## src/core_macros.svh

```systemverilog
`ifndef CORE_MACROS_SVH
`define CORE_MACROS_SVH

`define DATA_W      8
`define ADDR_W      16
`define RESET_PC    16'h0000
`define NUM_REGS    8

`define REG_HL_MEM  3'b110      // (HL), goes to memory
`define REG_A       3'b111

// Opcode fields
`define OP_GRP_HI   7
`define OP_GRP_LO   6
`define OP_DST_HI   5
`define OP_DST_LO   3
`define OP_SRC_HI   2
`define OP_SRC_LO   0
`define OP_CC_HI    4
`define OP_CC_LO    3

`endif

```

## src/core_pkg.sv

```systemverilog
package core_pkg;

    // Same order as opcode bits 5:3
    typedef enum logic [2:0]
    {
        ALU_ADD,
        ALU_ADC,
        ALU_SUB,
        ALU_SBC,
        ALU_AND,
        ALU_XOR,
        ALU_OR,
        ALU_CP
    } alu_op_t;

    typedef enum logic [2:0]
    {
        R_B,
        R_C,
        R_D,
        R_E,
        R_H,
        R_L,
        R_HL,
        R_A
    } reg_idx_t;

    typedef struct packed
    {
        logic z;
        logic n;
        logic h;
        logic c;
    } flags_t;

    typedef enum logic [1:0]
    {
        COND_NZ,
        COND_Z,
        COND_NC,
        COND_C
    } cond_t;

    typedef enum logic [2:0]
    {
        ST_FETCH,
        ST_DECODE,
        ST_OPER_LO,
        ST_OPER_HI,
        ST_MEM_RD,
        ST_MEM_WR,
        ST_EXEC,
        ST_HALT
    } cu_state_t;

    typedef enum logic [1:0]
    {
        SRC_PC,
        SRC_HL,
        SRC_OPERAND
    } bus_src_t;

endpackage

```

## src/alu.sv

```systemverilog
`include "core_macros.svh"

module alu
    import core_pkg::*;
(
    input  alu_op_t             op,
    input  logic [`DATA_W-1:0]  a,
    input  logic [`DATA_W-1:0]  b,
    input  logic                carry_in,
    output logic [`DATA_W-1:0]  result,
    output flags_t              flags_out
);

    logic              subtract;
    logic              cin;
    logic [`DATA_W:0]  full;
    logic [4:0]        nibble;    // Bit 4 is the half carry or borrow

    always_comb
    begin
        subtract = (op == ALU_SUB) || (op == ALU_SBC) || (op == ALU_CP);
        cin = ((op == ALU_ADC) || (op == ALU_SBC)) ? carry_in : 1'b0;
        if (subtract)
        begin
            full   = {1'b0, a} - {1'b0, b} - {{`DATA_W{1'b0}}, cin};
            nibble = {1'b0, a[3:0]} - {1'b0, b[3:0]} - {4'b0000, cin};
        end
        else
        begin
            full   = {1'b0, a} + {1'b0, b} + {{`DATA_W{1'b0}}, cin};
            nibble = {1'b0, a[3:0]} + {1'b0, b[3:0]} + {4'b0000, cin};
        end
    end

    always_comb
    begin
        result      = full[`DATA_W-1:0];
        flags_out.n = subtract;
        flags_out.h = nibble[4];
        flags_out.c = full[`DATA_W];
        case (op)
            ALU_AND:
            begin
                result      = a & b;
                flags_out.h = 1'b1;
                flags_out.c = 1'b0;
            end
            ALU_XOR:
            begin
                result      = a ^ b;
                flags_out.h = 1'b0;
                flags_out.c = 1'b0;
            end
            ALU_OR:
            begin
                result      = a | b;
                flags_out.h = 1'b0;
                flags_out.c = 1'b0;
            end
            ALU_CP:  result = a;    // Flags still from a - b
            default: result = full[`DATA_W-1:0];
        endcase
        flags_out.z = (op == ALU_CP) ? (full[`DATA_W-1:0] == '0) : (result == '0);
    end

endmodule

```

## src/bus_unit.sv

```systemverilog
`include "core_macros.svh"

module bus_unit
    import core_pkg::*;
(
    input  logic                clock,
    input  logic                rst,
    input  logic                start,
    input  logic                write,
    input  bus_src_t            addr_src,
    input  logic [`ADDR_W-1:0]  pc,
    input  logic [`ADDR_W-1:0]  hl,
    input  logic [`ADDR_W-1:0]  operand_addr,
    input  logic [`DATA_W-1:0]  wdata,
    input  logic                mem_ack,
    input  logic [`DATA_W-1:0]  mem_rdata,
    output logic                mem_req,
    output logic                mem_we,
    output logic [`ADDR_W-1:0]  mem_addr,
    output logic [`DATA_W-1:0]  mem_wdata,
    output logic                done,
    output logic [`DATA_W-1:0]  rdata
);

    typedef enum logic [1:0]
    {
        BUS_IDLE,
        BUS_REQ,
        BUS_RELEASE
    } bus_state_t;

    bus_state_t         state;
    logic [`ADDR_W-1:0] addr_sel;

    always_comb
    begin
        case (addr_src)
            SRC_HL:      addr_sel = hl;
            SRC_OPERAND: addr_sel = operand_addr;
            default:     addr_sel = pc;
        endcase
    end

    always_ff @(posedge clock)
    begin
        if (rst)
        begin
            state   <= BUS_IDLE;
            mem_req <= 1'b0;
            mem_we  <= 1'b0;
            done    <= 1'b0;
        end
        else
        begin
            done <= 1'b0;
            case (state)
                BUS_IDLE:
                    if (start)
                    begin
                        mem_req <= 1'b1;
                        mem_we  <= write;
                        state   <= BUS_REQ;
                    end
                BUS_REQ:
                    if (mem_ack)
                    begin
                        mem_req <= 1'b0;
                        state   <= BUS_RELEASE;
                    end
                BUS_RELEASE:
                    if (!mem_ack)   // Wait for ack to drop before next request
                    begin
                        mem_we <= 1'b0;
                        done   <= 1'b1;
                        state  <= BUS_IDLE;
                    end
                default: state <= BUS_IDLE;
            endcase
        end
    end

    always_ff @(posedge clock)
    begin
        if ((state == BUS_IDLE) && start)
        begin
            mem_addr  <= addr_sel;
            mem_wdata <= wdata;
        end
        if ((state == BUS_REQ) && mem_ack && !mem_we)
            rdata <= mem_rdata;     // Valid while ack high
    end

endmodule

```

## src/control_unit.sv

```systemverilog
`include "core_macros.svh"

module control_unit
    import core_pkg::*;
(
    input  logic                clock,
    input  logic                rst,
    input  logic                done,
    input  logic [`DATA_W-1:0]  rdata,
    input  logic [`DATA_W-1:0]  read_b,
    input  logic [`DATA_W-1:0]  alu_result,
    input  logic                taken,
    input  flags_t              flags,
    output logic                start,
    output logic                write,
    output bus_src_t            addr_src,
    output logic [`ADDR_W-1:0]  operand_addr,
    output logic [`DATA_W-1:0]  wdata,
    output logic [`ADDR_W-1:0]  pc,
    output reg_idx_t            read_a_idx,
    output reg_idx_t            read_b_idx,
    output reg_idx_t            write_idx,
    output logic                write_en,
    output logic [`DATA_W-1:0]  write_data,
    output alu_op_t             alu_op,
    output logic [`DATA_W-1:0]  alu_b,
    output logic                carry_in,
    output logic                flag_write,
    output cond_t               cond,
    output logic                halted
);

    cu_state_t          state;
    logic [`DATA_W-1:0] ir;
    logic [`DATA_W-1:0] op_lo;
    logic [`DATA_W-1:0] op_hi;
    logic               issued;     // Bus access of this state already started
    logic               jump_pend;  // Next fetch comes from the jump target
    logic [`ADDR_W-1:0] fetch_addr;
    logic               need_bus;

    logic [1:0]         grp;
    reg_idx_t           dst;
    reg_idx_t           src;
    logic               src_mem;
    logic               dst_mem;
    logic               is_halt;
    logic               is_ld_rr;
    logic               is_ld_rn;
    logic               is_alu_r;
    logic               is_alu_n;
    logic               is_alu;
    logic               is_jp;
    logic               is_jp_cc;
    logic               is_jump;

    // Decode
    assign grp      = ir[`OP_GRP_HI:`OP_GRP_LO];
    assign dst      = reg_idx_t'(ir[`OP_DST_HI:`OP_DST_LO]);
    assign src      = reg_idx_t'(ir[`OP_SRC_HI:`OP_SRC_LO]);
    assign src_mem  = (src == `REG_HL_MEM);
    assign dst_mem  = (dst == `REG_HL_MEM);
    assign is_halt  = (ir == 8'h76);
    assign is_ld_rr = (grp == 2'b01) && !is_halt;
    assign is_ld_rn = (grp == 2'b00) && src_mem;
    assign is_alu_r = (grp == 2'b10);
    assign is_alu_n = (grp == 2'b11) && src_mem;
    assign is_alu   = is_alu_r || is_alu_n;
    assign is_jp    = (ir == 8'hc3);
    assign is_jp_cc = (ir[7:5] == 3'b110) && (src == 3'b010);
    assign is_jump  = is_jp || is_jp_cc;

    // Bus requests
    assign need_bus = (state == ST_FETCH) || (state == ST_OPER_LO) || (state == ST_OPER_HI)
                      || (state == ST_MEM_RD) || (state == ST_MEM_WR);
    assign start        = need_bus && !issued;
    assign write        = (state == ST_MEM_WR);
    assign operand_addr = {op_hi, op_lo};
    assign fetch_addr   = jump_pend ? operand_addr : pc;
    assign wdata        = is_ld_rn ? rdata : read_b;   // LD (HL),n reuses the latched operand

    always_comb
    begin
        if (state == ST_FETCH)
            addr_src = jump_pend ? SRC_OPERAND : SRC_PC;
        else if ((state == ST_MEM_RD) || (state == ST_MEM_WR))
            addr_src = SRC_HL;
        else
            addr_src = SRC_PC;
    end

    // Register file, ALU and flags
    assign read_a_idx = reg_idx_t'(`REG_A);
    assign read_b_idx = src;
    assign write_idx  = is_alu ? reg_idx_t'(`REG_A) : dst;
    assign write_en   = (state == ST_EXEC) && (is_alu || ((is_ld_rr || is_ld_rn) && !dst_mem));
    assign alu_op     = alu_op_t'(ir[`OP_DST_HI:`OP_DST_LO]);
    assign alu_b      = (is_alu_n || src_mem) ? rdata : read_b;
    assign carry_in   = flags.c;
    assign flag_write = (state == ST_EXEC) && is_alu;
    assign cond       = cond_t'(ir[`OP_CC_HI:`OP_CC_LO]);
    assign halted     = (state == ST_HALT);

    always_comb
    begin
        if (is_alu)
            write_data = alu_result;
        else if (is_ld_rr && !src_mem)
            write_data = read_b;
        else
            write_data = rdata;     // Immediate or (HL) byte
    end

    always_ff @(posedge clock)
    begin
        if (rst)
        begin
            state     <= ST_FETCH;
            pc        <= `RESET_PC;
            issued    <= 1'b0;
            jump_pend <= 1'b0;
        end
        else
        begin
            if (done)
                issued <= 1'b0;
            else if (start)
                issued <= 1'b1;
            case (state)
                ST_FETCH:
                    if (done)
                    begin
                        pc        <= fetch_addr + `ADDR_W'(1);
                        jump_pend <= 1'b0;
                        state     <= ST_DECODE;
                    end
                ST_DECODE:
                    if (is_halt)
                        state <= ST_HALT;
                    else if ((is_ld_rr || is_alu_r) && src_mem)
                        state <= ST_MEM_RD;
                    else if (is_ld_rr && dst_mem)
                        state <= ST_MEM_WR;
                    else if (is_ld_rn || is_alu_n || is_jump)
                        state <= ST_OPER_LO;
                    else
                        state <= ST_EXEC;   // Also NOP and unknown opcodes
                ST_OPER_LO:
                    if (done)
                    begin
                        pc <= pc + `ADDR_W'(1);
                        if (is_jump)
                            state <= ST_OPER_HI;
                        else if (is_ld_rn && dst_mem)
                            state <= ST_MEM_WR;
                        else
                            state <= ST_EXEC;
                    end
                ST_OPER_HI:
                    if (done)
                    begin
                        pc    <= pc + `ADDR_W'(1);
                        state <= ST_EXEC;
                    end
                ST_MEM_RD:
                    if (done)
                        state <= ST_EXEC;
                ST_MEM_WR:
                    if (done)
                        state <= ST_FETCH;
                ST_EXEC:
                begin
                    jump_pend <= is_jump && (is_jp || taken);
                    state     <= ST_FETCH;
                end
                default: state <= ST_HALT;  // Held until reset
            endcase
        end
    end

    // Instruction and operand buffers
    always_ff @(posedge clock)
    begin
        if ((state == ST_FETCH) && done)
            ir <= rdata;
        if ((state == ST_OPER_LO) && done)
            op_lo <= rdata;
        if ((state == ST_OPER_HI) && done)
            op_hi <= rdata;
    end

endmodule

```

## src/cpu_core.sv

```systemverilog
`include "core_macros.svh"

module cpu_core
    import core_pkg::*;
(
    input  logic                clock,
    input  logic                rst,
    output logic                mem_req,
    output logic                mem_we,
    output logic [`ADDR_W-1:0]  mem_addr,
    output logic [`DATA_W-1:0]  mem_wdata,
    input  logic                mem_ack,
    input  logic [`DATA_W-1:0]  mem_rdata,
    output logic                halted
);

    logic               bus_start;
    logic               bus_write;
    bus_src_t           addr_src;
    logic [`ADDR_W-1:0] operand_addr;
    logic [`DATA_W-1:0] bus_wdata;
    logic [`ADDR_W-1:0] pc;
    logic               bus_done;
    logic [`DATA_W-1:0] bus_rdata;

    reg_idx_t           read_a_idx;
    reg_idx_t           read_b_idx;
    reg_idx_t           write_idx;
    logic               reg_write_en;
    logic [`DATA_W-1:0] reg_write_data;
    logic [`DATA_W-1:0] read_a;
    logic [`DATA_W-1:0] read_b;
    logic [`ADDR_W-1:0] hl;

    alu_op_t            alu_op;
    logic [`DATA_W-1:0] alu_b;
    logic               carry_in;
    logic [`DATA_W-1:0] alu_result;
    flags_t             alu_flags;
    flags_t             flags;
    logic               flag_write;
    cond_t              cond;
    logic               taken;

    control_unit control_unit_inst (
        .clock        (clock),
        .rst          (rst),
        .done         (bus_done),
        .rdata        (bus_rdata),
        .read_b       (read_b),
        .alu_result   (alu_result),
        .taken        (taken),
        .flags        (flags),
        .start        (bus_start),
        .write        (bus_write),
        .addr_src     (addr_src),
        .operand_addr (operand_addr),
        .wdata        (bus_wdata),
        .pc           (pc),
        .read_a_idx   (read_a_idx),
        .read_b_idx   (read_b_idx),
        .write_idx    (write_idx),
        .write_en     (reg_write_en),
        .write_data   (reg_write_data),
        .alu_op       (alu_op),
        .alu_b        (alu_b),
        .carry_in     (carry_in),
        .flag_write   (flag_write),
        .cond         (cond),
        .halted       (halted)
    );

    bus_unit bus_unit_inst (
        .clock        (clock),
        .rst          (rst),
        .start        (bus_start),
        .write        (bus_write),
        .addr_src     (addr_src),
        .pc           (pc),
        .hl           (hl),
        .operand_addr (operand_addr),
        .wdata        (bus_wdata),
        .mem_ack      (mem_ack),
        .mem_rdata    (mem_rdata),
        .mem_req      (mem_req),
        .mem_we       (mem_we),
        .mem_addr     (mem_addr),
        .mem_wdata    (mem_wdata),
        .done         (bus_done),
        .rdata        (bus_rdata)
    );

    reg_file reg_file_inst (
        .clock      (clock),
        .read_a_idx (read_a_idx),
        .read_b_idx (read_b_idx),
        .write_idx  (write_idx),
        .write_en   (reg_write_en),
        .write_data (reg_write_data),
        .read_a     (read_a),
        .read_b     (read_b),
        .hl         (hl)
    );

    alu alu_inst (
        .op        (alu_op),
        .a         (read_a),    // Always A
        .b         (alu_b),
        .carry_in  (carry_in),
        .result    (alu_result),
        .flags_out (alu_flags)
    );

    flag_reg flag_reg_inst (
        .clock    (clock),
        .rst      (rst),
        .write    (flag_write),
        .flags_in (alu_flags),
        .cond     (cond),
        .flags    (flags),
        .taken    (taken)
    );

endmodule

```

## src/flag_reg.sv

```systemverilog
module flag_reg
    import core_pkg::*;
(
    input  logic    clock,
    input  logic    rst,
    input  logic    write,
    input  flags_t  flags_in,
    input  cond_t   cond,
    output flags_t  flags,
    output logic    taken
);

    always_ff @(posedge clock)
    begin
        if (rst)
            flags <= '0;
        else if (write)
            flags <= flags_in;      // All four at once
    end

    // Branch condition from opcode bits 4:3
    always_comb
    begin
        case (cond)
            COND_NZ: taken = !flags.z;
            COND_Z:  taken = flags.z;
            COND_NC: taken = !flags.c;
            COND_C:  taken = flags.c;
            default: taken = 1'b0;
        endcase
    end

endmodule

```

## src/reg_file.sv

```systemverilog
`include "core_macros.svh"

module reg_file (
    input  logic                clock,
    input  logic [2:0]          read_a_idx,
    input  logic [2:0]          read_b_idx,
    input  logic [2:0]          write_idx,
    input  logic                write_en,
    input  logic [`DATA_W-1:0]  write_data,
    output logic [`DATA_W-1:0]  read_a,
    output logic [`DATA_W-1:0]  read_b,
    output logic [`ADDR_W-1:0]  hl
);

    logic [`DATA_W-1:0] regs [`NUM_REGS];

    always_ff @(posedge clock)
    begin
        if (write_en && (write_idx != `REG_HL_MEM))
            regs[write_idx] <= write_data;
    end

    assign read_a = regs[read_a_idx];
    assign read_b = regs[read_b_idx];
    assign hl     = {regs[3'd4], regs[3'd5]};  // H then L

endmodule

```

## config.mk

```make
export PLATFORM = sky130hd
export DESIGN_NAME = cpu_core
export DESIGN_NICKNAME = d
export VERILOG_FILES = /design/src/core_pkg.sv /design/src/alu.sv /design/src/bus_unit.sv /design/src/control_unit.sv /design/src/cpu_core.sv /design/src/flag_reg.sv /design/src/reg_file.sv
export VERILOG_INCLUDE_DIRS = /design/src
export SDC_FILE = /design/constraint.sdc
export NUM_CORES = 1
export LEC_CHECK = 0
export BUFFER_PORTS_ARGS = -buffer_cell sky130_fd_sc_hd__buf_4
export CAP_MARGIN = 10
export CORE_MARGIN = 4
export CORE_UTILIZATION = 26
export CTS_BUF_LIST = sky130_fd_sc_hd__clkbuf_16
export CTS_CLUSTER_SIZE = 28
export DETAILED_ROUTE_END_ITERATION = 8
export PLACE_DENSITY_LB_ADDON = 0.2
export SETUP_SLACK_MARGIN = 0.15
export SLEW_MARGIN = 20
export SYNTH_ARGS = -nofsm -noshare
export SYNTH_HDL_FRONTEND = slang
export SYNTH_SLANG_ARGS = --single-unit
```

## constraint.sdc

```tcl
create_clock -name clock -period 8.2 [get_ports clock]
set_input_delay 0.82 -clock clock [delete_from_list [all_inputs] [get_ports clock]]
set_output_delay 0.82 -clock clock [all_outputs]
set_load 0.03 [all_outputs]
```

After elaboration in Yosys (flattened, before gate mapping) --
Memory sizes are Yosys's and may differ from the RTL's. A register that Yosys moved wholly into a read port is not among the register bits. Cells that the tools add are included.
Storage, ports and cells: memory bits (writable) 64, input port bits 11, ROM bits 0, register bits 84, latch bits 0, word-level logic and storage cells 176, output and inout port bits 27, memories 1
Memories:
- reg_file_inst.regs | depth 8, width 8, read ports 4, clocked after memory_dff 1, wr ports 1, line reg_file.sv:15 | logic [`DATA_W-1:0] regs [`NUM_REGS];
Cells by class: mux-type cells 46, add/subtract/negate cells 6, reduce and logical (&&, ||, !) cells 65, div/mod/pow operators 0, $mul 0, bitwise gates (word level) 4, magnitude comparators 0, shift operators 0, equality and inequality tests 38
Operator list (number):
- $pmux W16 S2 | 2
- $mux W16 | 3
- $mux W3 | 11
- $add A16 B1 Y16 const B | 2
- $mux W8 | 4
- $pmux W8 S4 | 1
- $eq A3 B3 Y1 const B | 10
- $logic_and A1 B1 Y1 | 20
- $pmux W3 S6 | 1
- $logic_or A1 B1 Y1 | 17
- $logic_not A8 Y1 | 2
- $eq A3 B2 Y1 const B | 5
- $eq A2 B2 Y1 const B | 6
- $mux W2 | 6
- $reduce_and A3 Y1 | 4
- $mux W1 | 11
- $ne A2 B1 Y1 const B | 5
- $reduce_or A2 Y1 | 5
- $add A8 B8 Y9 | 1
- $add A9 B1 Y9 | 1
- $mux W9 | 1
- $sub A8 B8 Y9 | 1
- $sub A9 B1 Y9 | 1
- $and A8 B8 Y8 | 1
- 18 further kinds | 38

Depth between registers and ports, before layout --
Gate-level depths: netlist of run 1.
depth after elaboration 10, depth in mapped cells 16, gate-level depth less buffers 15

Hierarchy --
Synthesis of run 1 repeated with hierarchy kept, for this count alone.
Unflattened totals: cell total of the unflattened synthesis 839, area total of the unflattened synthesis 9570.4 sq um
By module, submodules not included:
- control_unit | cells an instance 374, instances 1, area an instance 3250.6 sq um
- reg_file | cells an instance 135, instances 1, area an instance 3078.0 sq um
- bus_unit | cells an instance 116, instances 1, area an instance 1590.3 sq um
- alu | cells an instance 199, instances 1, area an instance 1492.7 sq um
- flag_reg | cells an instance 15, instances 1, area an instance 158.9 sq um

Least setup slack after synthesis of run 1 --
OpenSTA, ideal clock, no wires.
kind register to register, start reg with a tool-made name, end mem reg_file_inst.regs[0][7] in the netlist's numbering, data pin, stages on the path, launching flop included 17, library setup time 0.230 ns, clock period less this slack 4.207 ns, setup slack 3.993 ns, arrival 3.977 ns, path through dfxtp_1 > buf_6 > buf_2 > mux4_2 > mux2i_1 > nand2_1 > o21a_1 > ha_1 > inv_2 > ha_1 > or4b_1 > o221ai_1 > o21a_1 > xor2_1 > a311oi_1 > nor2_1 > o22ai_1
RTL lines (line):
- to (decl) | reg_file.sv:15

==> report_table.html, run 1 <==
<table>
<tr><th>Metric</th><th>Value</th></tr>
<tr><th colspan="2">Clocking</th></tr>
<tr><td>Cts hold-fix bufs</td><td>0</td></tr>
<tr><td>Clock Tree Buf Depth</td><td>2</td></tr>
<tr><td>TritonCTS sink count</td><td>151</td></tr>
<tr><td>Number of buffers added by the clock tree synthesis step</td><td>17</td></tr>
<tr><td>Number of gates resized after CTS</td><td>0</td></tr>
<tr><td>Clock latency on the worst-skew pair</td><td>430 ps</td></tr>
<tr><td>Clock-pin slew reported for the worst setup and hold paths after clock tree synthesis</td><td>60 ps</td></tr>
<tr><td>Postcts setup bufs</td><td>0</td></tr>
<tr><td>Clock tree from TritonCTS</td><td>built</td></tr>
<tr><td>CTS H-Tree Depth</td><td>4</td></tr>
<tr><td>Root buffer selected by CTS</td><td>sky130_fd_sc_hd__clkbuf_16</td></tr>
<tr><th colspan="2">Synthesis</th></tr>
<tr><td>Ys Warns</td><td>0</td></tr>
<tr><td>Share of Yosys cell area claimed by the top area cell type</td><td>0.420</td></tr>
<tr><td>Netlist area before placement</td><td>0.00859 sq mm</td></tr>
<tr><td>Share of the yosys chip area belonging to registers</td><td>0.492</td></tr>
<tr><td>Number of synthesized flops with an enable pin</td><td>120</td></tr>
<tr><td>Post-synthesis sequential element count</td><td>151</td></tr>
<tr><td>Top cells by count, synth</td><td>sky130_fd_sc_hd__edfxtp_1 (120), sky130_fd_sc_hd__nand2_1 (93), sky130_fd_sc_hd__nor2_1 (52), sky130_fd_sc_hd__o21ai_0 (50), sky130_fd_sc_hd__a21oi_1 (44)</td></tr>
<tr><td>Gate count after technology mapping</td><td>818</td></tr>
<tr><td>Area contributors post-synth</td><td>sky130_fd_sc_hd__edfxtp_1 (42%), sky130_fd_sc_hd__dfxtp_1 (7.2%), sky130_fd_sc_hd__ha_1 (4.8%)</td></tr>
<tr><td>Post-Syn Area per Cell</td><td>10.5 sq um</td></tr>
<tr><td>Most frequent cell after synthesis</td><td>sky130_fd_sc_hd__edfxtp_1</td></tr>
<tr><td>Number of unique standard cell types used by synthesis</td><td>80</td></tr>
<tr><td>Library cell with the largest summed area after synthesis</td><td>sky130_fd_sc_hd__edfxtp_1</td></tr>
<tr><td>Share of flip-flops with an asynchronous set or reset after synthesis</td><td>0</td></tr>
<tr><td>Flip-flop cell with the highest count after synthesis</td><td>sky130_fd_sc_hd__edfxtp_1</td></tr>
<tr><th colspan="2">Global routing</th></tr>
<tr><td>Overall track demand over capacity in global routing</td><td>0.138</td></tr>
<tr><td>Total grt overflow</td><td>0</td></tr>
<tr><td>Global-route wire length before repair</td><td>38500 microns</td></tr>
<tr><td>Pin count of the biggest net entering global routing</td><td>39</td></tr>
<tr><td>Vias in the first global route</td><td>6356</td></tr>
<tr><td>Initial antenna violation count</td><td>0</td></tr>
<tr><th colspan="2">Floorplan</th></tr>
<tr><td>Area of the placeable core</td><td>0.0325 sq mm</td></tr>
<tr><td>Die Ht</td><td>190 microns</td></tr>
<tr><td>Site row count</td><td>66</td></tr>
<tr><td>Initial core utilization</td><td>0.264</td></tr>
<tr><td>Die area</td><td>0.0360 sq mm</td></tr>
<tr><td>Number of primary I/O pins</td><td>38</td></tr>
<tr><td>Horizontal die dimension</td><td>190 microns</td></tr>
<tr><th colspan="2">Drt</th></tr>
<tr><td>Router iterations before antenna repair</td><td>5</td></tr>
<tr><td>Remaining antenna violation count</td><td>0</td></tr>
<tr><td>Vias after detailed routing</td><td>6506</td></tr>
<tr><td>Initial DRC Count</td><td>555</td></tr>
<tr><td>Total Wirelength</td><td>24700 microns</td></tr>
<tr><td>Routed vias/inst</td><td>5.04</td></tr>
<tr><td>Drc violations</td><td>0</td></tr>
<tr><td>Average wire length per cell after detail routing</td><td>19.1 microns</td></tr>
<tr><th colspan="2">Finish</th></tr>
<tr><td>Finished Cell Area</td><td>0.00992 sq mm</td></tr>
<tr><td>Area delta synth-&gt;final</td><td>15.5%</td></tr>
<tr><td>Share of final-layout standard cells stronger than drive strength 1</td><td>0.136</td></tr>
<tr><td>Final layout net count</td><td>885</td></tr>
<tr><td>Number of antenna diodes</td><td>0</td></tr>
<tr><th colspan="2">Timing</th></tr>
<tr><td>Post-Route Skew</td><td>13.6 ps</td></tr>
<tr><td>Measured slew at the worst slew-check pin</td><td>940 ps</td></tr>
<tr><td>Final TNS setup</td><td>0 ps</td></tr>
<tr><td>Final Hold Fails</td><td>0</td></tr>
<tr><td>Number of failing setup endpoints in the final timing report</td><td>0</td></tr>
<tr><td>F_max</td><td>202 MHz</td></tr>
<tr><td>Final slew viol count</td><td>0</td></tr>
<tr><td>Post-route minimum period</td><td>4960 ps</td></tr>
<tr><td>Slew headroom</td><td>0.370</td></tr>
<tr><td>Final critical-path setup slack</td><td>3240 ps</td></tr>
<tr><td>Setup repair after global routing missed its margin</td><td>false</td></tr>
<tr><td>Tcrit/Tclk final</td><td>0.605</td></tr>
<tr><th colspan="2">Worst setup path</th></tr>
<tr><td>Endpoint of the lowest-slack register-to-register path</td><td>reg_file_inst.regs[4][7]</td></tr>
<tr><td>Category of the critical setup timing path</td><td>flop to flop</td></tr>
<tr><td>Crit path max fanout</td><td>16</td></tr>
<tr><td>Crit path capture</td><td>reg_file_inst.regs[4][7]</td></tr>
<tr><td>Levels on crit path</td><td>14</td></tr>
<tr><td>Critical path endpoint category</td><td>flop</td></tr>
<tr><td>Dominant delay contributor by cell family on the critical path</td><td>compound AO/OA/AOI/OAI gates</td></tr>
<tr><td>Critical Path Slowest Stage Cell</td><td>sky130_fd_sc_hd__dfxtp_1</td></tr>
<tr><td>Highest cell delay on the worst timing path</td><td>870 ps</td></tr>
<tr><td>Category of the worst setup path launch point</td><td>flop</td></tr>
<tr><td>Worst R2R Setup Slack</td><td>3240 ps</td></tr>
<tr><td>CP Data Required Time</td><td>8350 ps</td></tr>
<tr><td>Bufs and invs on worst path</td><td>1</td></tr>
<tr><td>Cell count of the worst reg-to-reg path</td><td>14</td></tr>
<tr><td>Arrival time of the worst setup path</td><td>5110 ps</td></tr>
<tr><td>List of cells traversed by the critical path</td><td>mux4_2 -&gt; mux2i_1 -&gt; nand2_1 -&gt; o21a_1 -&gt; ha_1 -&gt; inv_2 -&gt; ha_1 -&gt; or4b_1 -&gt; o221ai_1 -&gt; o21a_1 -&gt; xor2_1 -&gt; a311oi_1 -&gt; nor2_1 -&gt; o22ai_1</td></tr>
<tr><th colspan="2">Min path</th></tr>
<tr><td>Min-delay src</td><td>control_unit_inst.pc[3]</td></tr>
<tr><td>Path type of the worst min-delay path</td><td>flop to flop</td></tr>
<tr><th colspan="2">Placement</th></tr>
<tr><td>Pre-CTS setup slack</td><td>2840 ps</td></tr>
<tr><td>HPWL after DPL</td><td>17800 microns</td></tr>
<tr><td>Area after detailed placement</td><td>0.00933 sq mm</td></tr>
<tr><td>Weighted congestion at the end of routability-driven global placement</td><td>0.823</td></tr>
<tr><td>Count of buffers inserted at the top-level ports</td><td>37</td></tr>
<tr><th colspan="2">Job</th></tr>
<tr><td>Maximum capacitance violations</td><td>0</td></tr>
<tr><th colspan="2">Power</th></tr>
<tr><td>Leakage Power</td><td>3.47 nW</td></tr>
<tr><td>Total power divided by cell area</td><td>176 mW/mm^2</td></tr>
<tr><td>Worst IR Drop VDD</td><td>0.104 mV</td></tr>
<tr><th colspan="2">Status</th></tr>
<tr><td>Run status</td><td>finished clean</td></tr>
</table>
placed cells by master, fill, tap and decap left out, types with 6 or more instances in the layout:
cell type / netlist / routed
sky130_fd_sc_hd__o211ai_1: 7 / 7
sky130_fd_sc_hd__nand2_1: 93 / 93
sky130_fd_sc_hd__and2_1: 7 / 7
sky130_fd_sc_hd__mux4_2: 18 / 18
sky130_fd_sc_hd__o21a_1: 8 / 8
sky130_fd_sc_hd__nor2_1: 52 / 51
sky130_fd_sc_hd__a21o_1: 6 / 6
sky130_fd_sc_hd__ha_1: 33 / 33
sky130_fd_sc_hd__nand3_1: 28 / 28
sky130_fd_sc_hd__a211oi_1: 11 / 11
sky130_fd_sc_hd__buf_4: 0 / 46
sky130_fd_sc_hd__dfxtp_1: 31 / 30
sky130_fd_sc_hd__conb_1: 1 / 8
sky130_fd_sc_hd__o21ai_0: 50 / 50
sky130_fd_sc_hd__a31oi_1: 16 / 16
sky130_fd_sc_hd__nand4_1: 7 / 7
sky130_fd_sc_hd__a21oi_1: 44 / 44
sky130_fd_sc_hd__xnor2_1: 8 / 8
sky130_fd_sc_hd__clkbuf_16: 0 / 17
sky130_fd_sc_hd__edfxtp_1: 120 / 120
sky130_fd_sc_hd__nor3_1: 15 / 12
sky130_fd_sc_hd__o21ai_1: 11 / 11
sky130_fd_sc_hd__mux2i_1: 16 / 16
sky130_fd_sc_hd__a22oi_1: 17 / 17
sky130_fd_sc_hd__inv_1: 43 / 44
sky130_fd_sc_hd__nand2b_1: 12 / 12
sky130_fd_sc_hd__or3_1: 9 / 9
sky130_fd_sc_hd__and3_1: 7 / 7
worst register-to-register path, stage by stage, from the launching register on:
cell                       delay, ps
sky130_fd_sc_hd__dfxtp_1         870
sky130_fd_sc_hd__mux4_2          420
sky130_fd_sc_hd__mux2i_1         320
sky130_fd_sc_hd__nand2_1         100
sky130_fd_sc_hd__o21a_1          150
sky130_fd_sc_hd__ha_1            370
sky130_fd_sc_hd__inv_2            90
sky130_fd_sc_hd__ha_1            260
sky130_fd_sc_hd__or4b_1          530
sky130_fd_sc_hd__o221ai_1        300
sky130_fd_sc_hd__o21a_1          240
sky130_fd_sc_hd__xor2_1           90
sky130_fd_sc_hd__a311oi_1        370
sky130_fd_sc_hd__nor2_1          100
sky130_fd_sc_hd__o22ai_1         480
how the worst min path moves through the flow:
stage,slack (ps),depth (start not counted),end
after floorplan,440,2,control_unit_inst.pc[3]
after global placement,460,2,control_unit_inst.pc[3]
after detailed placement,460,2,control_unit_inst.pc[2]
after CTS,470,2,control_unit_inst.pc[2]
after global routing,500,2,control_unit_inst.pc[3]
final,470,2,control_unit_inst.pc[3]
through the flow:
stage                     std cells  total power [mW]  hold slack (ps)  utilization
after floorplan                 825             0.943              442            -
after global placement         1261             0.986              456        0.287
after detailed placement       1261             0.986              462        0.287
after CTS                      1292              1.76              471        0.305
after global routing           1292              1.80              503        0.305
final                          1292              1.75              467        0.305
sequential cells by signal, indices dropped and copies added, names as in the netlist, named ones only:
| name | flops |
|---|---|
| reg_file_inst.regs | 64 |
| control_unit_inst.state | 3 |
| control_unit_inst.pc | 16 |
| bus_unit_inst.mem_wdata | 8 |
| control_unit_inst.issued | 1 |
| flag_reg_inst.flags | 2 |
| control_unit_inst.jump_pend | 1 |
| bus_unit_inst.mem_we | 1 |
| bus_unit_inst.mem_addr | 16 |
| control_unit_inst.op_lo | 8 |
| control_unit_inst.op_hi | 8 |
| control_unit_inst.ir | 8 |
| bus_unit_inst.state | 2 |
| bus_unit_inst.done | 1 |
| bus_unit_inst.mem_req | 1 |
| bus_unit_inst.rdata | 8 |
cell type report:
class,instances,area (sq um)
clock buffer,17,425
clock inverter,14,150
fill,3399,22600
inverter,46,173
multi-input combinational,576,4040
sequential,151,4230
tap,442,553
timing repair buffer,46,345
where the power goes:
| part | switching (mW) | internal (mW) | total [mW] |
|---|---|---|---|
| Combinational | 0.0696 | 0.0413 | 0.111 |
| Sequential | 0.0153 | 0.842 | 0.857 |
| Clock | 0.331 | 0.449 | 0.780 |
| Total | 0.416 | 1.33 | 1.75 |
per-layer routing:
metal / wire length, microns / vias up / track usage
li1: - / 3102 / -
met5: 0 / - / 0
met1: 11300 / 3233 / 0.189
met3: 937 / 22 / 0.0207
met2: 12000 / 149 / 0.229
met4: 408 / 0 / 0.0348
cell families (layout without fill, tap and decap cells):
| group | count (synthesis) | in the layout | synth area share |
|---|---|---|---|
| DFF | 151 | 151 | 0.492 |
| muxes | 45 | 45 | 0.0873 |
| adders and majority gates | 36 | 36 | 0.0551 |
| xor gates and xnor gates | 10 | 10 | 0.0102 |
| AOI/OAI and AO/OA | 218 | 218 | 0.166 |
| other | 1 | 8 | 0.000437 |
| and+or+nand+nor | 259 | 259 | 0.145 |
| buffers and inverters | 98 | 123 | 0.0444 |
No activity file was read; power rests on OpenSTA's default activity.
==> run 2, diff against run 1 <==
clock period = 5.1 ns   (was 8.2 ns; I/O delays follow)
==> run 2 against run 1 <==
Against the previous run:
- cell count is 1.1% higher
- clock-buffer cell count stayed put
- critical path type unchanged
- sequential share of layout area is 0.53 points lower
- clock power is 64% higher
- register-to-register slack worse by 2700 ps
- core utilization is 0.37 points higher
- the run now ends with design-rule violations left
- hold slack worse by 210 ps
==> report_table.html, run 2 (synthesis results as in run 1) <==
<table>
<tr><th>Metric</th><th>Value</th></tr>
<tr><th colspan="2">Worst setup path</th></tr>
<tr><td>Category of the worst setup path launch point</td><td>flop (unchanged)</td></tr>
<tr><td>Category of the critical setup timing path</td><td>flop to flop (unchanged)</td></tr>
<tr><td>Arrival time of the worst setup path</td><td>4860 ps (was 5110 ps)</td></tr>
<tr><td>Critical path endpoint category</td><td>flop (unchanged)</td></tr>
<tr><td>CP Data Required Time</td><td>5430 ps (was 8350 ps)</td></tr>
<tr><td>Crit path max fanout</td><td>9 (was 16)</td></tr>
<tr><th colspan="2">Power</th></tr>
<tr><td>Worst IR Drop VDD</td><td>0.163 mV (was 0.104 mV)</td></tr>
<tr><td>Total power divided by cell area</td><td>283 mW/mm^2 (was 176 mW/mm^2)</td></tr>
<tr><td>Leakage Power</td><td>3.53 nW (was 3.47 nW)</td></tr>
<tr><th colspan="2">Floorplan</th></tr>
<tr><td>Initial core utilization</td><td>0.264 (unchanged)</td></tr>
<tr><td>Die Ht</td><td>190 microns (unchanged)</td></tr>
<tr><td>Number of primary I/O pins</td><td>38 (unchanged)</td></tr>
<tr><td>Site row count</td><td>66 (unchanged)</td></tr>
<tr><td>Die area</td><td>0.0360 sq mm (unchanged)</td></tr>
<tr><td>Area of the placeable core</td><td>0.0325 sq mm (unchanged)</td></tr>
<tr><td>Horizontal die dimension</td><td>190 microns (unchanged)</td></tr>
<tr><th colspan="2">Timing</th></tr>
<tr><td>Tcrit/Tclk final</td><td>0.887 (was 0.605)</td></tr>
<tr><td>Worst hold slack</td><td>257 ps (was 467 ps)</td></tr>
<tr><td>Final slew viol count</td><td>0 (unchanged)</td></tr>
<tr><td>Post-Route Skew</td><td>16.5 ps (was 13.6 ps)</td></tr>
<tr><td>Final TNS setup</td><td>0 ps (unchanged)</td></tr>
<tr><td>Slew headroom</td><td>0.345 (was 0.370)</td></tr>
<tr><td>Number of failing setup endpoints in the final timing report</td><td>0 (unchanged)</td></tr>
<tr><td>F_max</td><td>221 MHz (was 202 MHz)</td></tr>
<tr><td>Final Hold Fails</td><td>0 (unchanged)</td></tr>
<tr><td>Setup repair after global routing missed its margin</td><td>false (unchanged)</td></tr>
<tr><td>Post-route minimum period</td><td>4520 ps (was 4960 ps)</td></tr>
<tr><td>Measured slew at the worst slew-check pin</td><td>978 ps (was 940 ps)</td></tr>
<tr><th colspan="2">Clocking</th></tr>
<tr><td>Cts hold-fix bufs</td><td>0 (unchanged)</td></tr>
<tr><td>Clock-pin slew reported for the worst setup and hold paths after clock tree synthesis</td><td>70 ps (was 60 ps)</td></tr>
<tr><td>Number of buffers added by the clock tree synthesis step</td><td>17 (unchanged)</td></tr>
<tr><td>Clock Tree Buf Depth</td><td>2 (unchanged)</td></tr>
<tr><td>TritonCTS sink count</td><td>151 (unchanged)</td></tr>
<tr><td>Clock tree from TritonCTS</td><td>built (unchanged)</td></tr>
<tr><td>Clock latency on the worst-skew pair</td><td>430 ps (about the same)</td></tr>
<tr><td>Root buffer selected by CTS</td><td>sky130_fd_sc_hd__clkbuf_16 (unchanged)</td></tr>
<tr><td>CTS H-Tree Depth</td><td>4 (unchanged)</td></tr>
<tr><th colspan="2">Placement</th></tr>
<tr><td>Weighted congestion at the end of routability-driven global placement</td><td>0.835 (was 0.823)</td></tr>
<tr><td>Area after detailed placement</td><td>0.00943 sq mm (was 0.00933 sq mm)</td></tr>
<tr><td>Count of buffers inserted at the top-level ports</td><td>37 (unchanged)</td></tr>
<tr><td>HPWL after DPL</td><td>18300 microns (was 17800 microns)</td></tr>
<tr><th colspan="2">Global routing</th></tr>
<tr><td>Total grt overflow</td><td>0 (unchanged)</td></tr>
<tr><td>Vias in the first global route</td><td>6566 (was 6356)</td></tr>
<tr><td>Pin count of the biggest net entering global routing</td><td>33 (was 39)</td></tr>
<tr><td>Global-route wire length before repair</td><td>39500 microns (was 38500 microns)</td></tr>
<tr><td>Overall track demand over capacity in global routing</td><td>0.141 (was 0.138)</td></tr>
<tr><td>Initial antenna violation count</td><td>0 (unchanged)</td></tr>
<tr><th colspan="2">Finish</th></tr>
<tr><td>Leading registers by flop count</td><td>reg_file_inst.regs x64, bus_unit_inst.mem_addr x16, control_unit_inst.pc x16 (unchanged)</td></tr>
<tr><td>Number of antenna diodes</td><td>0 (unchanged)</td></tr>
<tr><td>Final layout net count</td><td>898 (was 885)</td></tr>
<tr><td>Share of final-layout standard cells stronger than drive strength 1</td><td>0.154 (was 0.136)</td></tr>
<tr><td>Area delta synth-&gt;final</td><td>16.9% (was 15.5%)</td></tr>
<tr><td>Max reg flops</td><td>64 (unchanged)</td></tr>
<tr><td>Most frequent standard cell in the layout excluding fill and tap cells</td><td>sky130_fd_sc_hd__edfxtp_1 (unchanged)</td></tr>
<tr><td>Finished Core Util</td><td>0.308 (was 0.305)</td></tr>
<tr><td>Most frequent cells in the layout</td><td>sky130_fd_sc_hd__edfxtp_1 (120), sky130_fd_sc_hd__nand2_1 (93), sky130_fd_sc_hd__buf_4 (59), sky130_fd_sc_hd__nor2_1 (51), sky130_fd_sc_hd__o21ai_0 (50) (was sky130_fd_sc_hd__edfxtp_1 (120), sky130_fd_sc_hd__nand2_1 (93), sky130_fd_sc_hd__nor2_1 (51), sky130_fd_sc_hd__o21ai_0 (50), sky130_fd_sc_hd__buf_4 (46))</td></tr>
<tr><td>Largest register by flop count</td><td>reg_file_inst.regs (unchanged)</td></tr>
<tr><td>Finished Cell Area</td><td>0.0100 sq mm (was 0.00992 sq mm)</td></tr>
<tr><th colspan="2">Drt</th></tr>
<tr><td>Drc violations</td><td>2 (was 0)</td></tr>
<tr><td>Router iterations before antenna repair</td><td>7 (was 5)</td></tr>
<tr><td>Average wire length per cell after detail routing</td><td>19.3 microns (was 19.1 microns)</td></tr>
<tr><td>Routed vias/inst</td><td>5.00 (was 5.04)</td></tr>
<tr><td>Vias after detailed routing</td><td>6524 (was 6506)</td></tr>
<tr><td>Initial DRC Count</td><td>572 (was 555)</td></tr>
<tr><td>Total Wirelength</td><td>25200 microns (was 24700 microns)</td></tr>
<tr><td>Remaining antenna violation count</td><td>0 (unchanged)</td></tr>
<tr><th colspan="2">Job</th></tr>
<tr><td>Maximum capacitance violations</td><td>0 (unchanged)</td></tr>
<tr><th colspan="2">Status</th></tr>
<tr><td>Failing checks</td><td>design-rule violations</td></tr>
<tr><td>Run status</td><td>finished, violations left (was finished clean)</td></tr>
<tr><th colspan="2">Min path</th></tr>
<tr><td>Path type of the worst min-delay path</td><td>input port to flop (was flop to flop)</td></tr>
</table>
==> run 2: changes by cell type in the layout (fill, tap and decap cells not counted), sizes merged <==
cell / change
clkinvlp: +2
inv: +4
buf: +13
bufinv: -1
clkinv: -4
==> run 2: worst max-delay path, stage by stage (launching register included) <==
cell	delay [ps]
sky130_fd_sc_hd__dfxtp_1	410
sky130_fd_sc_hd__buf_4	250
sky130_fd_sc_hd__mux4_2	510
sky130_fd_sc_hd__mux2i_1	280
sky130_fd_sc_hd__nand2_1	110
sky130_fd_sc_hd__o21a_1	150
sky130_fd_sc_hd__ha_1	350
sky130_fd_sc_hd__inv_2	80
sky130_fd_sc_hd__ha_1	250
sky130_fd_sc_hd__or4b_1	540
sky130_fd_sc_hd__o221ai_2	200
sky130_fd_sc_hd__mux2i_1	220
sky130_fd_sc_hd__a31oi_1	90
sky130_fd_sc_hd__mux2i_1	250
sky130_fd_sc_hd__or4b_1	470
sky130_fd_sc_hd__o31ai_1	260
==> run 2: stage by stage <==
stage               instances  total power, mW  setup slack, ps
finish                   1306             2.84              577
global route             1306             2.94              219
CTS                      1306             2.87              317
detailed placement       1274             1.59              347
global placement         1274             1.59              420
floorplan                 825             1.52              893
==> run 2: repair_timing <==
action / CTS / global route
hold endpoints to repair: 0 / 0
buffers inserted: 0 / 0
resized for setup: 0 / 2
endpoints found under the setup margin: 0 / 9
==> run 2: area by class of cell <==
| type | count | area, sq um |
|---|---|---|
| Tap cell | 442 | 553 |
| Multi-Input combinational cell | 576 | 4060 |
| Inverter | 46 | 173 |
| Clock buffer | 17 | 425 |
| Fill cell | 3389 | 22500 |
| Clock inverter | 15 | 163 |
| Sequential cell | 151 | 4220 |
| Timing Repair Buffer | 59 | 443 |
==> run 2: path summary, 6_finish.rpt <==
kind,endpoint,cells past startpoint,from,slack [ps]
max,flag_reg_inst.flags[3],15,flop,580
min,bus_unit_inst.rdata[1],1,mem_rdata[1],260
max reg2reg,flag_reg_inst.flags[3],15,flop,580
min reg2reg,control_unit_inst.pc[2],2,control_unit_inst.pc[2],470
==> run 2: layer usage <==
metal / global-route usage / share of wire
met2: 0.240 / 0.49
met3: 0.0204 / 0.036
met5: 0 / 0
met4: 0.0367 / 0.018
met1: 0.190 / 0.46
==> run 2: power by group <==
group | internal [mW] | switching [mW] | total [mW] | leakage, nW
registers | 1.35 | 0.0212 | 1.37 | 1.36
logic | 0.0696 | 0.117 | 0.187 | 1.89
clock network | 0.695 | 0.582 | 1.28 | 0.281
==> run 3, diff against run 2 <==
ABC_AREA = 1   (was unset)
==> run 3 against run 2 <==
Against the previous run:
- the flow now finishes without violations
- core utilization rose by 0.14 points
- fmax up 3.4%
- clock-buffer cell count is the same
- final area decreased by 1.6%
- sequential share of layout area increased by 0.67 points
- worst setup slack improved by 150 ps
==> report_table.html, run 3 <==
<table>
<tr><th>Metric</th><th>Value</th></tr>
<tr><th colspan="2">Status</th></tr>
<tr><td>Run status</td><td>finished clean (was finished, violations left)</td></tr>
<tr><th colspan="2">Min path</th></tr>
<tr><td>Hold worst-path end</td><td>bus_unit_inst.rdata[3] (was bus_unit_inst.rdata[1])</td></tr>
<tr><td>Path type of the worst min-delay path</td><td>input port to flop (unchanged)</td></tr>
<tr><td>Depth of the worst hold-timing path</td><td>1 (unchanged)</td></tr>
<tr><td>Min-delay src</td><td>mem_rdata[3] (was mem_rdata[1])</td></tr>
<tr><th colspan="2">Drt</th></tr>
<tr><td>Detailed-routed wire length on met2</td><td>11500 microns (was 12300 microns)</td></tr>
<tr><td>Vias after detailed routing</td><td>6771 (was 6524)</td></tr>
<tr><td>Average wire length per cell after detail routing</td><td>17.0 microns (was 19.3 microns)</td></tr>
<tr><td>Total Wirelength</td><td>25100 microns (was 25200 microns)</td></tr>
<tr><td>Router iterations before antenna repair</td><td>7 (unchanged)</td></tr>
<tr><td>Uppermost metal layer occupied by signal nets</td><td>met4 (unchanged)</td></tr>
<tr><td>Routed vias/inst</td><td>4.58 (was 5.00)</td></tr>
<tr><td>Routed length on met1</td><td>12400 microns (was 11500 microns)</td></tr>
<tr><td>Drc violations</td><td>0 (was 2)</td></tr>
<tr><td>Initial DRC Count</td><td>465 (was 572)</td></tr>
<tr><td>Remaining antenna violation count</td><td>0 (unchanged)</td></tr>
<tr><td>Detailed-routed wire length on met3</td><td>723 microns (was 895 microns)</td></tr>
<tr><th colspan="2">Synthesis</th></tr>
<tr><td>Post-synthesis sequential element count</td><td>151 (unchanged)</td></tr>
<tr><td>Post-Syn Area per Cell</td><td>8.61 sq um (was 10.5 sq um)</td></tr>
<tr><td>Library cell with the largest summed area after synthesis</td><td>sky130_fd_sc_hd__edfxtp_1 (unchanged)</td></tr>
<tr><td>Most frequent cell after synthesis</td><td>sky130_fd_sc_hd__nand2_1 (was sky130_fd_sc_hd__edfxtp_1)</td></tr>
<tr><td>Simple-gate area share of the yosys netlist</td><td>0.205 (was 0.145)</td></tr>
<tr><td>Netlist area before placement</td><td>0.00847 sq mm (was 0.00859 sq mm)</td></tr>
<tr><td>Ys Warns</td><td>0 (unchanged)</td></tr>
<tr><td>Number of synthesized flops with an enable pin</td><td>120 (unchanged)</td></tr>
<tr><td>Area contributors post-synth</td><td>sky130_fd_sc_hd__edfxtp_1 (43%), sky130_fd_sc_hd__nand2_1 (10%), sky130_fd_sc_hd__dfxtp_1 (7.3%) (was sky130_fd_sc_hd__edfxtp_1 (42%), sky130_fd_sc_hd__dfxtp_1 (7.2%), sky130_fd_sc_hd__ha_1 (4.8%))</td></tr>
<tr><td>Largest family of logic cells by synthesized area</td><td>simple AND/OR/NAND/NOR gates (was compound AO/OA/AOI/OAI gates)</td></tr>
<tr><td>Number of unique standard cell types used by synthesis</td><td>53 (was 80)</td></tr>
<tr><td>Post-synthesis adder-cell area fraction</td><td>0.0558 (was 0.0551)</td></tr>
<tr><td>Flip-flop cell with the highest count after synthesis</td><td>sky130_fd_sc_hd__edfxtp_1 (unchanged)</td></tr>
<tr><td>Share of the yosys chip area belonging to registers</td><td>0.498 (was 0.492)</td></tr>
<tr><td>Complex-gate fraction of the synthesized area</td><td>0.142 (was 0.166)</td></tr>
<tr><td>Gate count after technology mapping</td><td>984 (was 818)</td></tr>
<tr><td>Top cells by count, synth</td><td>sky130_fd_sc_hd__nand2_1 (227), sky130_fd_sc_hd__inv_1 (144), sky130_fd_sc_hd__edfxtp_1 (120), sky130_fd_sc_hd__a21oi_1 (78) (was sky130_fd_sc_hd__edfxtp_1 (120), sky130_fd_sc_hd__nand2_1 (93), sky130_fd_sc_hd__nor2_1 (52), sky130_fd_sc_hd__o21ai_0 (50), sky130_fd_sc_hd__a21oi_1 (44))</td></tr>
<tr><td>Share of flip-flops with an asynchronous set or reset after synthesis</td><td>0 (unchanged)</td></tr>
<tr><td>Share of Yosys cell area claimed by the top area cell type</td><td>0.425 (was 0.420)</td></tr>
<tr><td>Xor and xnor fraction of the mapped netlist area</td><td>0.0124 (was 0.0102)</td></tr>
<tr><td>Proportion of synthesized area in mux cells</td><td>0 (was 0.0873)</td></tr>
<tr><th colspan="2">Clocking</th></tr>
<tr><td>Clock tree from TritonCTS</td><td>built (unchanged)</td></tr>
<tr><td>Clock-pin slew reported for the worst setup and hold paths after clock tree synthesis</td><td>70 ps (about the same)</td></tr>
<tr><td>TritonCTS sink count</td><td>151 (unchanged)</td></tr>
<tr><td>Postcts setup bufs</td><td>0 (unchanged)</td></tr>
<tr><td>Clock Tree Buf Depth</td><td>2 (unchanged)</td></tr>
<tr><td>CTS H-Tree Depth</td><td>4 (unchanged)</td></tr>
<tr><td>Root buffer selected by CTS</td><td>sky130_fd_sc_hd__clkbuf_16 (unchanged)</td></tr>
<tr><td>Number of buffers added by the clock tree synthesis step</td><td>17 (unchanged)</td></tr>
<tr><td>Clock latency on the worst-skew pair</td><td>430 ps (about the same)</td></tr>
<tr><th colspan="2">Finish</th></tr>
<tr><td>Largest register by flop count</td><td>reg_file_inst.regs (unchanged)</td></tr>
<tr><td>Most frequent standard cell in the layout excluding fill and tap cells</td><td>sky130_fd_sc_hd__nand2_1 (was sky130_fd_sc_hd__edfxtp_1)</td></tr>
<tr><td>Share of final-layout standard cells stronger than drive strength 1</td><td>0.109 (was 0.154)</td></tr>
<tr><td>Number of antenna diodes</td><td>0 (unchanged)</td></tr>
<tr><td>Finished Core Util</td><td>0.310 (was 0.308)</td></tr>
<tr><td>Final layout net count</td><td>1078 (was 898)</td></tr>
<tr><td>Area delta synth-&gt;final</td><td>16.6% (was 16.9%)</td></tr>
<tr><td>Most frequent cells in the layout</td><td>sky130_fd_sc_hd__nand2_1 (227), sky130_fd_sc_hd__inv_1 (144), sky130_fd_sc_hd__edfxtp_1 (120), sky130_fd_sc_hd__a21oi_1 (78) (was sky130_fd_sc_hd__edfxtp_1 (120), sky130_fd_sc_hd__nand2_1 (93), sky130_fd_sc_hd__buf_4 (59), sky130_fd_sc_hd__nor2_1 (51), sky130_fd_sc_hd__o21ai_0 (50))</td></tr>
<tr><td>Max reg flops</td><td>64 (unchanged)</td></tr>
<tr><td>Footprint of the multi-input gates</td><td>0.00356 sq mm (was 0.00406 sq mm)</td></tr>
<tr><td>Combined flip-flop and latch cell area</td><td>0.00422 sq mm (unchanged)</td></tr>
<tr><td>Filler instances</td><td>3426 (was 3389)</td></tr>
<tr><td>Leading registers by flop count</td><td>reg_file_inst.regs x64, bus_unit_inst.mem_addr x16, control_unit_inst.pc x16 (unchanged)</td></tr>
<tr><th colspan="2">Global routing</th></tr>
<tr><td>Overall track demand over capacity in global routing</td><td>0.141 (about the same)</td></tr>
<tr><td>Pin count of the biggest net entering global routing</td><td>38 (was 33)</td></tr>
<tr><td>Vias in the first global route</td><td>6522 (was 6566)</td></tr>
<tr><td>Initial antenna violation count</td><td>0 (unchanged)</td></tr>
<tr><td>Total grt overflow</td><td>0 (unchanged)</td></tr>
<tr><td>Global-route wire length before repair</td><td>38900 microns (was 39500 microns)</td></tr>
<tr><th colspan="2">Floorplan</th></tr>
<tr><td>Site row count</td><td>65 (was 66)</td></tr>
<tr><td>Number of primary I/O pins</td><td>38 (unchanged)</td></tr>
<tr><td>Initial core utilization</td><td>0.266 (was 0.264)</td></tr>
<tr><td>Area of the placeable core</td><td>0.0319 sq mm (was 0.0325 sq mm)</td></tr>
<tr><td>Horizontal die dimension</td><td>189 microns (was 190 microns)</td></tr>
<tr><td>Die Ht</td><td>189 microns (was 190 microns)</td></tr>
<tr><td>Die area</td><td>0.0355 sq mm (was 0.0360 sq mm)</td></tr>
<tr><th colspan="2">Placement</th></tr>
<tr><td>Count of buffers inserted at the top-level ports</td><td>37 (unchanged)</td></tr>
<tr><td>HPWL after DPL</td><td>18500 microns (was 18300 microns)</td></tr>
<tr><td>Weighted congestion at the end of routability-driven global placement</td><td>0.869 (was 0.835)</td></tr>
<tr><th colspan="2">Timing</th></tr>
<tr><td>Post-Route Skew</td><td>11.7 ps (was 16.5 ps)</td></tr>
<tr><td>Final TNS setup</td><td>0 ps (unchanged)</td></tr>
<tr><td>Final Hold Fails</td><td>0 (unchanged)</td></tr>
<tr><td>Tcrit/Tclk final</td><td>0.858 (was 0.887)</td></tr>
<tr><td>Setup repair after global routing missed its margin</td><td>false (unchanged)</td></tr>
<tr><td>Measured slew at the worst slew-check pin</td><td>1050 ps (was 978 ps)</td></tr>
<tr><td>F_max</td><td>229 MHz (was 221 MHz)</td></tr>
<tr><td>Slew headroom</td><td>0.290 (was 0.345)</td></tr>
<tr><td>Number of failing setup endpoints in the final timing report</td><td>0 (unchanged)</td></tr>
<tr><td>Post-route minimum period</td><td>4380 ps (was 4520 ps)</td></tr>
<tr><td>Final slew viol count</td><td>0 (unchanged)</td></tr>
<tr><th colspan="2">Power</th></tr>
<tr><td>Leakage Power</td><td>4.21 nW (was 3.53 nW)</td></tr>
<tr><td>Total power divided by cell area</td><td>342 mW/mm^2 (was 283 mW/mm^2)</td></tr>
<tr><td>Worst IR Drop VDD</td><td>0.162 mV (was 0.163 mV)</td></tr>
<tr><th colspan="2">Worst setup path</th></tr>
<tr><td>Category of the critical setup timing path</td><td>flop to flop (unchanged)</td></tr>
<tr><td>Category of the worst setup path launch point</td><td>flop (unchanged)</td></tr>
<tr><td>Cell count of the worst reg-to-reg path</td><td>19 (was 15)</td></tr>
<tr><td>Crit path max fanout</td><td>20 (was 9)</td></tr>
<tr><td>CP Data Required Time</td><td>5240 ps (was 5430 ps)</td></tr>
<tr><td>Worst R2R Setup Slack</td><td>720 ps (was 580 ps)</td></tr>
<tr><td>Endpoint of the lowest-slack register-to-register path</td><td>reg_file_inst.regs[4][5] (was flag_reg_inst.flags[3])</td></tr>
<tr><td>Arrival time of the worst setup path</td><td>4520 ps (was 4860 ps)</td></tr>
<tr><td>Critical path endpoint category</td><td>flop (unchanged)</td></tr>
<tr><th colspan="2">Job</th></tr>
<tr><td>Maximum capacitance violations</td><td>0 (unchanged)</td></tr>
</table>
==> run 3: cell count changes in the layout (fill, tap and decap cells not counted), moves of 9 or more <==
cell,delta
sky130_fd_sc_hd__nand2_1,+134
sky130_fd_sc_hd__inv_1,+101
sky130_fd_sc_hd__nand3_1,+37
sky130_fd_sc_hd__a21oi_1,+34
sky130_fd_sc_hd__mux4_2,-18
sky130_fd_sc_hd__a31oi_1,-16
sky130_fd_sc_hd__mux2i_1,-16
sky130_fd_sc_hd__o21ai_0,+15
sky130_fd_sc_hd__nand2b_1,-12
sky130_fd_sc_hd__a211oi_1,-10
sky130_fd_sc_hd__or3_1,-9
==> run 3: cell families after synthesis <==
family                     Yosys count
DFF                                151
buffers and inverters              182
and+or+nand+nor                    396
adders and majority gates           36
other                                1
xor gates and xnor gates            12
AOI/OAI and AO/OA                  206
==> run 3: layer usage <==
layer / GRT usage / vias to the layer above
li1: - / 3405
met1: 0.197 / 3222
met2: 0.226 / 114
met3: 0.0215 / 30
met4: 0.0446 / 0
met5: 0 / -
==> run 3: cell type report <==
class,instances,share of cell area
Clock buffer,17,0.0431
Inverter,150,0.0570
Sequential cell,151,0.428
Multi-Input combinational cell,658,0.361
Timing Repair Buffer,53,0.0403
Clock inverter,15,0.0165
Tap cell,435,0.0551
==> run 3: power breakdown <==
part,switching [mW],internal [mW],total [mW]
registers,0.0573,1.45,1.51
clock network,0.568,0.695,1.26
logic,0.420,0.188,0.607
total,1.05,2.34,3.38
==> run 3: stage by stage <==
stage,setup WS (ps),cells,power (mW),area (sq um),hold slack (ps)
finish,724,1479,3.38,9880,250
global route,274,1479,3.54,9880,236
CTS,568,1479,3.42,9870,232
detailed placement,576,1447,2.15,9280,462
global placement,651,1447,2.15,9280,454
floorplan,1730,991,1.92,8500,444
==> run 3: what timing repair did <==
| action | in CTS | in global routing |
|---|---|---|
| gates resized for setup | 0 | 1 |
| endpoints found under the hold margin | 0 | 0 |
| hold buffers | 0 | 0 |
| setup endpoints to repair | 0 | 8 |
==> run 3: worst max-delay path, stage by stage (launching register included) <==
cell	delay [ps]
sky130_fd_sc_hd__dfxtp_1	340
sky130_fd_sc_hd__clkinv_1	510
sky130_fd_sc_hd__nand2_1	200
sky130_fd_sc_hd__nand3_1	90
sky130_fd_sc_hd__nand3_1	160
sky130_fd_sc_hd__nand3_1	130
sky130_fd_sc_hd__nand2_1	140
sky130_fd_sc_hd__inv_1	90
sky130_fd_sc_hd__fa_1	600
sky130_fd_sc_hd__inv_1	60
sky130_fd_sc_hd__ha_1	180
sky130_fd_sc_hd__o21ai_0	270
sky130_fd_sc_hd__nand2_1	150
sky130_fd_sc_hd__a21oi_1	200
sky130_fd_sc_hd__inv_1	60
sky130_fd_sc_hd__nand2_1	50
sky130_fd_sc_hd__nand3_1	90
sky130_fd_sc_hd__nand3_1	130
sky130_fd_sc_hd__nand2_1	100
sky130_fd_sc_hd__o22ai_1	530
==> run 3: worst max-delay path by stage <==
stage,from,to,slack [ps],cells after the start
finish,flop,reg_file_inst.regs[4][5],720,19
global route,flop,reg_file_inst.regs[4][5],270,22
CTS,flop,reg_file_inst.regs[5][6],570,23
detailed placement,flop,reg_file_inst.regs[7][6],580,23
global placement,flop,reg_file_inst.regs[7][6],650,23
floorplan,flop,reg_file_inst.regs[0][7],1730,20
